**src/rtl/csa_pkg.sv**
```systemverilog
package csa_pkg;

	// host word, also used for tag, round count and round index
	localparam int data_w = 32;

	// calculation value
	localparam int calc_w = 64;

	// byte lane of the round rule: rotate amount and xor pattern unit
	localparam int rot_w = 8;

	// request record, block tag in the lowest host word
	typedef struct packed {
		logic [data_w-1:0] times_start; // first round index
		logic [data_w-1:0] times;       // round count
		logic [calc_w-1:0] calc_in;     // two host words
		logic [data_w-1:0] block;       // tag, returned as is
	} csa_req_t;

	// response record, request fields echoed below the result
	typedef struct packed {
		logic [calc_w-1:0] calc_out;    // final state
		logic [data_w-1:0] times_start;
		logic [data_w-1:0] times;
		logic [calc_w-1:0] calc_in;
		logic [data_w-1:0] block;
	} csa_resp_t;

	// five and seven host words
	localparam int req_w  = $bits(csa_req_t);
	localparam int resp_w = $bits(csa_resp_t);

	// calc core sequence
	typedef enum logic [1:0] {
		st_idle,  // wait for a queued request
		st_load,  // copy calc_in into the working state
		st_run,   // one round per cycle
		st_emit   // wait for room in the output queue
	} core_state_e;

endpackage
```
**src/rtl/csa_calc_wrap.sv**
```systemverilog
`timescale 1ns/1ps

module csa_calc_wrap #(
	parameter int in_depth  = 16,
	parameter int out_depth = 4
) (
	input  logic               clk,
	input  logic               rst_n,

	// request side
	input  logic               csa_in_wen_i,
	input  csa_pkg::csa_req_t  csa_in_i,
	output logic               csa_in_full_o,

	// result side
	output logic               csa_out_ready_o,
	input  logic               csa_out_ren_i,
	output csa_pkg::csa_resp_t csa_out_o
);

	logic               req_ready;
	logic               req_pop;
	csa_pkg::csa_req_t  req_head;

	logic               resp_push;
	logic               resp_full;
	csa_pkg::csa_resp_t resp;

	// request queue, several items wait here while the core runs
	csa_queue #(
		.width (csa_pkg::req_w),
		.depth (in_depth)
	) u_in_q (
		.clk     (clk),
		.rst_n   (rst_n),
		.wen_i   (csa_in_wen_i),
		.wdata_i (csa_in_i),
		.ren_i   (req_pop),
		.rdata_o (req_head),
		.ready_o (req_ready),
		.full_o  (csa_in_full_o)
	);

	csa_calc_core u_calc (
		.clk         (clk),
		.rst_n       (rst_n),
		.req_ready_i (req_ready),
		.req_i       (req_head),
		.req_pop_o   (req_pop),
		.resp_full_i (resp_full),
		.resp_push_o (resp_push),
		.resp_o      (resp)
	);

	// result queue, full stalls the core in st_emit
	csa_queue #(
		.width (csa_pkg::resp_w),
		.depth (out_depth)
	) u_out_q (
		.clk     (clk),
		.rst_n   (rst_n),
		.wen_i   (resp_push),
		.wdata_i (resp),
		.ren_i   (csa_out_ren_i),
		.rdata_o (csa_out_o),
		.ready_o (csa_out_ready_o),
		.full_o  (resp_full)
	);

endmodule

```
**src/rtl/csa_calc_core.sv**
```systemverilog
`timescale 1ns/1ps

module csa_calc_core (
	input  logic               clk,
	input  logic               rst_n,

	// input queue side
	input  logic               req_ready_i,
	input  csa_pkg::csa_req_t  req_i,
	output logic               req_pop_o,

	// output queue side
	input  logic               resp_full_i,
	output logic               resp_push_o,
	output csa_pkg::csa_resp_t resp_o
);

	localparam int half_w  = csa_pkg::calc_w / 2;
	localparam int lanes   = csa_pkg::calc_w / csa_pkg::rot_w;

	csa_pkg::core_state_e state_q;
	csa_pkg::core_state_e state_d;

	csa_pkg::csa_req_t req_q;                     // request being worked on

	logic [csa_pkg::calc_w-1:0] work_q;           // working state
	logic [csa_pkg::data_w-1:0] cnt_q;            // rounds left
	logic [csa_pkg::data_w-1:0] idx_q;            // current round index

	// one reduced mixing round at index r
	function automatic logic [csa_pkg::calc_w-1:0] mix_round(
		input logic [csa_pkg::calc_w-1:0] s,
		input logic [csa_pkg::data_w-1:0] r
	);
		logic [csa_pkg::calc_w-1:0] rot;
		logic [csa_pkg::calc_w-1:0] x;
		logic [half_w-1:0]          hi;
		rot = {s[csa_pkg::calc_w-csa_pkg::rot_w-1:0],
			s[csa_pkg::calc_w-1 -: csa_pkg::rot_w]};   // rotate left one byte
		x = rot ^ {lanes{r[csa_pkg::rot_w-1:0]}};      // low byte of r in every lane
		hi = x[csa_pkg::calc_w-1 -: half_w] + x[half_w-1:0]; // mod 2^32
		return {hi, x[half_w-1:0]};
	endfunction

	assign req_pop_o   = (state_q == csa_pkg::st_idle) & req_ready_i;
	assign resp_push_o = (state_q == csa_pkg::st_emit) & ~resp_full_i;

	always_comb begin
		state_d = state_q;
		case (state_q)
			csa_pkg::st_idle: begin
				if (req_ready_i) begin
					state_d = csa_pkg::st_load;
				end
			end
			csa_pkg::st_load: begin
				if (req_q.times == '0) begin
					state_d = csa_pkg::st_emit; // zero rounds skip st_run
				end else begin
					state_d = csa_pkg::st_run;
				end
			end
			csa_pkg::st_run: begin
				if (cnt_q == 1) begin
					state_d = csa_pkg::st_emit;
				end
			end
			csa_pkg::st_emit: begin
				if (!resp_full_i) begin
					state_d = csa_pkg::st_idle;
				end
			end
			default: state_d = csa_pkg::st_idle;
		endcase
	end

	always_ff @(posedge clk) begin
		if (!rst_n) begin
			state_q <= csa_pkg::st_idle;
			cnt_q   <= '0;
			idx_q   <= '0;
		end else begin
			state_q <= state_d;
			if (state_q == csa_pkg::st_load) begin
				cnt_q <= req_q.times;
				idx_q <= req_q.times_start;
			end else if (state_q == csa_pkg::st_run) begin
				cnt_q <= cnt_q - 1'b1;
				idx_q <= idx_q + 1'b1;
			end
		end
	end

	// payload path
	always_ff @(posedge clk) begin
		if (req_pop_o) begin
			req_q <= req_i;
		end
		if (state_q == csa_pkg::st_load) begin
			work_q <= req_q.calc_in;
		end else if (state_q == csa_pkg::st_run) begin
			work_q <= mix_round(work_q, idx_q);
		end
	end

	always_comb begin
		resp_o.block       = req_q.block;
		resp_o.calc_in     = req_q.calc_in;
		resp_o.times       = req_q.times;
		resp_o.times_start = req_q.times_start;
		resp_o.calc_out    = work_q;
	end

endmodule

```
**src/rtl/csa_queue.sv**
```systemverilog
`timescale 1ns/1ps

module csa_queue #(
	parameter int width = 32,
	parameter int depth = 16
) (
	input  logic             clk,
	input  logic             rst_n,

	input  logic             wen_i,
	input  logic [width-1:0] wdata_i,

	input  logic             ren_i,
	output logic [width-1:0] rdata_o,

	output logic             ready_o,
	output logic             full_o
);

	localparam int ptr_w = (depth > 1) ? $clog2(depth) : 1;
	localparam int cnt_w = $clog2(depth + 1);

	localparam logic [ptr_w-1:0] last_ptr  = ptr_w'(depth - 1);
	localparam logic [cnt_w-1:0] depth_cnt = cnt_w'(depth);

	logic [width-1:0] mem [depth];

	logic [ptr_w-1:0] wr_ptr;
	logic [ptr_w-1:0] rd_ptr;
	logic [cnt_w-1:0] count;

	logic do_push;
	logic do_pop;

	assign full_o  = (count == depth_cnt);
	assign ready_o = (count != '0);

	assign do_push = wen_i & ~full_o;   // push while full is dropped
	assign do_pop  = ren_i & ready_o;   // pop while empty is ignored

	// show-ahead, head is visible without a read cycle
	assign rdata_o = mem[rd_ptr];

	always_ff @(posedge clk) begin
		if (do_push) begin
			mem[wr_ptr] <= wdata_i;
		end
	end

	always_ff @(posedge clk) begin
		if (!rst_n) begin
			wr_ptr <= '0;
			rd_ptr <= '0;
			count  <= '0;
		end else begin
			if (do_push) begin
				wr_ptr <= (wr_ptr == last_ptr) ? '0 : wr_ptr + 1'b1; // wrap for any depth
			end
			if (do_pop) begin
				rd_ptr <= (rd_ptr == last_ptr) ? '0 : rd_ptr + 1'b1;
			end
			case ({do_push, do_pop})
				2'b10:   count <= count + 1'b1;
				2'b01:   count <= count - 1'b1;
				default: count <= count;       // both or neither
			endcase
		end
	end

endmodule

```
**config.mk**
```make
export PLATFORM = sky130hd
export DESIGN_NAME = csa_calc_wrap
export DESIGN_NICKNAME = d
export VERILOG_FILES = /design/src/rtl/csa_pkg.sv /design/src/rtl/csa_calc_wrap.sv /design/src/rtl/csa_calc_core.sv /design/src/rtl/csa_queue.sv
export SDC_FILE = /design/constraint.sdc
export NUM_CORES = 2
export LEC_CHECK = 0
export BUFFER_PORTS_ARGS = -buffer_cell sky130_fd_sc_hd__buf_2
export CORE_MARGIN = 8
export CORE_UTILIZATION = 52
export DETAILED_ROUTE_END_ITERATION = 10
export GPL_TIMING_DRIVEN = 0
export PLACE_DENSITY = 0.74
export SYNTH_ARGS = -nofsm -noshare
export SYNTH_HDL_FRONTEND = slang
export SYNTH_SLANG_ARGS = --single-unit
```
**constraint.sdc**
```tcl
create_clock -name clk -period 12.6 [get_ports clk]
set_input_delay 0.63 -clock clk [delete_from_list [all_inputs] [get_ports clk]]
set_output_delay 0.63 -clock clk [all_outputs]
set_load 0.03 [all_outputs]
```
==> metrics.sh <==
YS_SEQ_ELEMENTS=3744
CTS_HOLD_REPAIR.BUFFERS=0
TIMING.CRITICAL_PATH.MAX_DELAY_FAMILY='buffers and inverters'
CLOCK.FMAX_GHz=0.190
REMAINING_DRC_ERRORS=0
CLK_ROOT_BUFFER_CELL='sky130_fd_sc_hd__clkbuf_16'
SYNTHFLOPTYPE='sky130_fd_sc_hd__edfxtp_1'
TIMING.HOLD.WORST_PATH_DEPTH=1
FILLER_CELL_COUNT=17600
DIE_AREA_UM2=289000
FINALSETUPVIOLATIONS=0
WL_PER_CELL_UM=36.4
FIN_WORST_SKEW_NS=0.0462
YS_WARN_COUNT=0
FINAL_PERIOD_MINUS_WORST_SETUP_SLACK_NS=5.26
BUFFER_PORTS.INSERTED=389
DRT_WL_TOTAL_MM=393
GR-TOTAL-OVERFLOW=0
SLEW-LIMIT-HEADROOM_PCT=-3.19
CTS_NUM_SINKS=3744
DR.PASS1.ITERS=8
SYNTHARSTFLOPSHARE_PCT=0
HOLD_START='csa_in_i[66]'
FIN_TNS_SETUP_NS=0
GRT_PASS1_WL_MM=544
PERIOD_SHARE_PCT=41.7
DESIGN_POWER_TOTAL_uW=35800
YOSYSUNIQUECELLTYPES=71
CRIT_REQUIRED_NS=11.97
DIE_HEIGHT_UM=538
SYNTHESIS.AREA_UM2=142000
FINAL_CELL_AREA_UM2=165000
WORST-SLEW-PIN-TRANSITION_NS=1.55
DESIGN.CORE.AREA_UM2=271000
SYNTH-SEQ-AREA-SHARE_PCT=79.0
CLK_TRANSITION_REPORTED_PATHS_NS=0.07
SLOWEST_STAGE='sky130_fd_sc_hd__buf_1'
FINAL-HOLD-VIOLATION-COUNT=0
CRIT_PATH_END_KIND='output port'
OUTCOME='finished with violations'
GRT_SETUP_UNREPAIRED='no'
ANTENNA_FOUND_INITIAL=120
CTS_MAX_LEVEL=5
ROUTE.ANTENNA.REMAINING_NETS=0
FIN_HOLD_WS_NS=0.0992
SYNTH_CELLS=5908
DP_HPWL_MM=244
SYNTH_TO_LAYOUT_AREA_GROWTH_PCT=16.3
MIN-DELAY-PATH-CLASS='input port to flop'
GRT_START_MAX_NET_PINS=66
SYNTH-EDFF-COUNT=3680
SETUP.WORST_PATH.CLASS='flop to output port'
CRIT-REG2REG-CAPTURE='u_calc.work_q[54]'
POWER_LEAKAGE_uW=0.0511
NUMBER_OF_CELLS_UPSIZED_OR_DOWNSIZED_AFTER_CTS=0
NUMCTSBUFFERS=363
MAPPEDNETLISTNETS=6126
MAX_STAGE_DELAY_NS=0.99
FF2FF_PATH_DEPTH=13
DRIVE_GT1_SHARE_PCT=31.2
BOUNDARYPINS=390
SLEW_VIOLATIONS=11
CHAIN_OF_CELLS_FORMING_THE_CRITICAL_PATH='clkbuf_2 > buf_16 > clkbuf_2 > buf_16 > buf_1 > mux4_2 > buf_2'
BUFFERS_INSERTED_BY_POST_CTS_TIMING_REPAIR=0
HOLD_END='u_in_q.mem[11][66]'
NUMBER_OF_MAXIMUM_CAPACITANCE_CONSTRAINT_VIOLATIONS=1
GLOBAL_ROUTE.USAGE.TOTAL_PCT=26.7
DR.FIRST_ITER.DRC_COUNT=9927
CELLPOWERDENSITY_nW_PER_UM2=218
DIE_WIDTH_UM=538
FIRST_GLOBAL_VIAS=71800
GP_CONGESTION=0.900
TRITONCTS_CLOCK_TREE='built'
VIOLATIONS='capacitance limit, slew limit'
FLOORPLAN.ROWS=191
STARTING_DENSITY_OF_THE_CORE_PCT=52.3
NUM-NETS-FINAL=7085
CRITPATHLAUNCHTYPE='flop'
DR_TOTAL_VIAS=71100
MULTIINPUTGATEAREA_UM2=28700
CRITPATHBUFINV=6
WORST_SKEW_PAIR.LATE_LATENCY_NS=0.90
SEQUENTIAL_CELL_AREA_UM2=112000
DETAILED_PLACE.AREA_UM2=153000
SYN_AVG_CELL_AREA_UM2=24.0
DRT-VIAS-PER-INSTANCE=6.59
CRITICAL_PATH_PEAK_FANOUT=10
CTS_MAX_PATH_BUFFERS=4
WORST_IR_DROP_VDD_uV=236
REGTOREGSETUPSLACK_NS=7.83
WORST_R2R_STARTPOINT='u_calc.idx_q[0]'
WORST_EP_ARRIVAL_TIME_NS=4.63
[routing by layer]
metal / wire length, um / GRT usage (%) / part of all wire (%) / vias to the layer above
li1: - / - / - / 27300
met1: 137000 / 34.4 / 35 / 37600
met2: 190000 / 42.9 / 48 / 5230
met3: 44500 / 6.60 / 11 / 906
met4: 21100 / 13.3 / 5.4 / 54
met5: 365 / 0 / 0.093 / -
[placed cells by master (no fill, tap or decap), types with 9 or more instances in the layout]
| cell type | synthesis | routed |
|---|---|---|
| sky130_fd_sc_hd__a211oi_1 | 9 | 9 |
| sky130_fd_sc_hd__a21o_1 | 23 | 23 |
| sky130_fd_sc_hd__a21oi_1 | 54 | 54 |
| sky130_fd_sc_hd__a22oi_1 | 26 | 26 |
| sky130_fd_sc_hd__buf_1 | 64 | 64 |
| sky130_fd_sc_hd__buf_12 | 0 | 83 |
| sky130_fd_sc_hd__buf_16 | 0 | 99 |
| sky130_fd_sc_hd__buf_2 | 12 | 401 |
| sky130_fd_sc_hd__buf_8 | 0 | 22 |
| sky130_fd_sc_hd__bufinv_16 | 0 | 33 |
| sky130_fd_sc_hd__clkbuf_1 | 215 | 258 |
| sky130_fd_sc_hd__clkbuf_16 | 0 | 368 |
| sky130_fd_sc_hd__clkbuf_2 | 1 | 16 |
| sky130_fd_sc_hd__clkinv_1 | 1 | 83 |
| sky130_fd_sc_hd__clkinv_2 | 0 | 65 |
| sky130_fd_sc_hd__clkinvlp_4 | 0 | 20 |
| sky130_fd_sc_hd__dfxtp_1 | 64 | 64 |
| sky130_fd_sc_hd__diode_2 | 0 | 75 |
| sky130_fd_sc_hd__edfxtp_1 | 3680 | 3680 |
| sky130_fd_sc_hd__ha_1 | 51 | 50 |
| sky130_fd_sc_hd__inv_1 | 32 | 32 |
| sky130_fd_sc_hd__inv_6 | 0 | 10 |
| sky130_fd_sc_hd__mux2_2 | 33 | 33 |
| sky130_fd_sc_hd__mux2i_1 | 9 | 9 |
| sky130_fd_sc_hd__mux4_2 | 1024 | 1024 |
| sky130_fd_sc_hd__nand2_1 | 96 | 96 |
| sky130_fd_sc_hd__nand3_1 | 18 | 18 |
| sky130_fd_sc_hd__nor2_1 | 107 | 95 |
| sky130_fd_sc_hd__nor2_4 | 0 | 12 |
| sky130_fd_sc_hd__nor3_1 | 28 | 24 |
| sky130_fd_sc_hd__nor4_1 | 13 | 13 |
| sky130_fd_sc_hd__o21ai_0 | 94 | 94 |
| sky130_fd_sc_hd__o31ai_1 | 10 | 10 |
| sky130_fd_sc_hd__o41ai_1 | 9 | 9 |
| sky130_fd_sc_hd__xnor2_1 | 20 | 20 |
| sky130_fd_sc_hd__xor2_1 | 81 | 81 |
[kinds of logic after synthesis]
family / after synthesis / synth area share (%)
muxes: 1066 / 16.6
and+or+nand+nor: 329 / 1.10
xor gates and xnor gates: 101 / 0.625
AOI/OAI and AO/OA: 287 / 1.31
adders and majority gates: 55 / 0.500
buffers and inverters: 326 / 0.876
DFF: 3744 / 79.0
[stage by stage]
| stage | setup slack [ns] | instances | utilization (%) |
|---|---|---|---|
| 3_3_place_gp | -6.11 | 9867 | 54.7 |
| 5_1_grt | 7.20 | 10800 | 60.8 |
| 6_report | 7.34 | 10800 | 60.8 |
| 4_1_cts | 7.21 | 10700 | 60.7 |
| 2_1_floorplan | 4.11 | 5908 | - |
| 3_5_place_dp | 7.97 | 10100 | 56.5 |
[Yosys cell counts, types with 7 or more instances]
master / instances / area (um2)
sky130_fd_sc_hd__buf_1: 64 / 240
sky130_fd_sc_hd__a21o_1: 23 / 173
sky130_fd_sc_hd__nand3_1: 18 / 90.1
sky130_fd_sc_hd__xor2_1: 81 / 709
sky130_fd_sc_hd__mux4_2: 1024 / 23100
sky130_fd_sc_hd__o21ai_0: 94 / 470
sky130_fd_sc_hd__a22oi_1: 26 / 195
sky130_fd_sc_hd__edfxtp_1: 3680 / 111000
sky130_fd_sc_hd__buf_2: 12 / 60.1
sky130_fd_sc_hd__mux2_2: 33 / 372
sky130_fd_sc_hd__a22o_1: 7 / 61.3
sky130_fd_sc_hd__dfxtp_1: 64 / 1280
sky130_fd_sc_hd__nor4_1: 13 / 81.3
sky130_fd_sc_hd__a211oi_1: 9 / 67.6
sky130_fd_sc_hd__or3_1: 7 / 43.8
sky130_fd_sc_hd__o21a_1: 7 / 52.6
sky130_fd_sc_hd__nand4_1: 8 / 50.1
sky130_fd_sc_hd__and3_1: 10 / 62.6
sky130_fd_sc_hd__mux2i_1: 9 / 90.1
sky130_fd_sc_hd__nor3_1: 28 / 140
sky130_fd_sc_hd__o41ai_1: 9 / 78.8
sky130_fd_sc_hd__and2_1: 8 / 50.1
sky130_fd_sc_hd__a21oi_1: 54 / 270
sky130_fd_sc_hd__nor2_1: 107 / 402
sky130_fd_sc_hd__nor2b_1: 7 / 43.8
sky130_fd_sc_hd__ha_1: 51 / 638
sky130_fd_sc_hd__xnor2_1: 20 / 175
sky130_fd_sc_hd__o31ai_1: 10 / 75.1
sky130_fd_sc_hd__nand2_1: 96 / 360
sky130_fd_sc_hd__a31oi_1: 7 / 43.8
sky130_fd_sc_hd__inv_1: 32 / 120
sky130_fd_sc_hd__clkbuf_1: 215 / 807
[sequential cells by signal (all words and copies together) (netlist names), named ones only]
register / flops
u_calc.state_q: 2
u_calc.work_q: 64
u_out_q.mem: 896
u_out_q.rd_ptr: 2
u_calc.idx_q: 8
u_in_q.rd_ptr: 4
u_in_q.wr_ptr: 4
u_out_q.count: 3
u_calc.resp_o: 160
u_in_q.mem: 2560
u_out_q.wr_ptr: 2
u_in_q.count: 5
u_calc.cnt_q: 32
[layout make-up]
type | instances | area share [%]
plain buffers | 292 | 0.689
repair buffers | 594 | 4.05
diodes | 75 | 0.114
multi-input cells | 1838 | 17.4
inverters | 34 | 0.0775
flip-flops and latches | 3744 | 67.9
clock inverters | 229 | 1.29
clock buffers | 427 | 5.73
well taps | 3570 | 2.71
[where the power goes]
part           switching (uW)  internal [uW]
combinational            5200           3550
sequential               1070          15300
clock                    4660           6050
[worst max-delay path by stage]
stage / start / end / slack, ns / cells after the start
finish: flop / csa_out_o[159] / 7.34 / 7
global route: flop / csa_out_o[159] / 7.20 / 7
global placement: u_in_q.count[0] / u_in_q.mem[5][57] / -6.11 / 6
detailed placement: u_calc.idx_q[0] / u_calc.work_q[62] / 7.97 / 13
floorplan: csa_in_wen_i / u_in_q.mem[7][0] / 4.11 / 4
CTS: flop / csa_out_o[159] / 7.21 / 7
(Power assumes the default switching activity.)
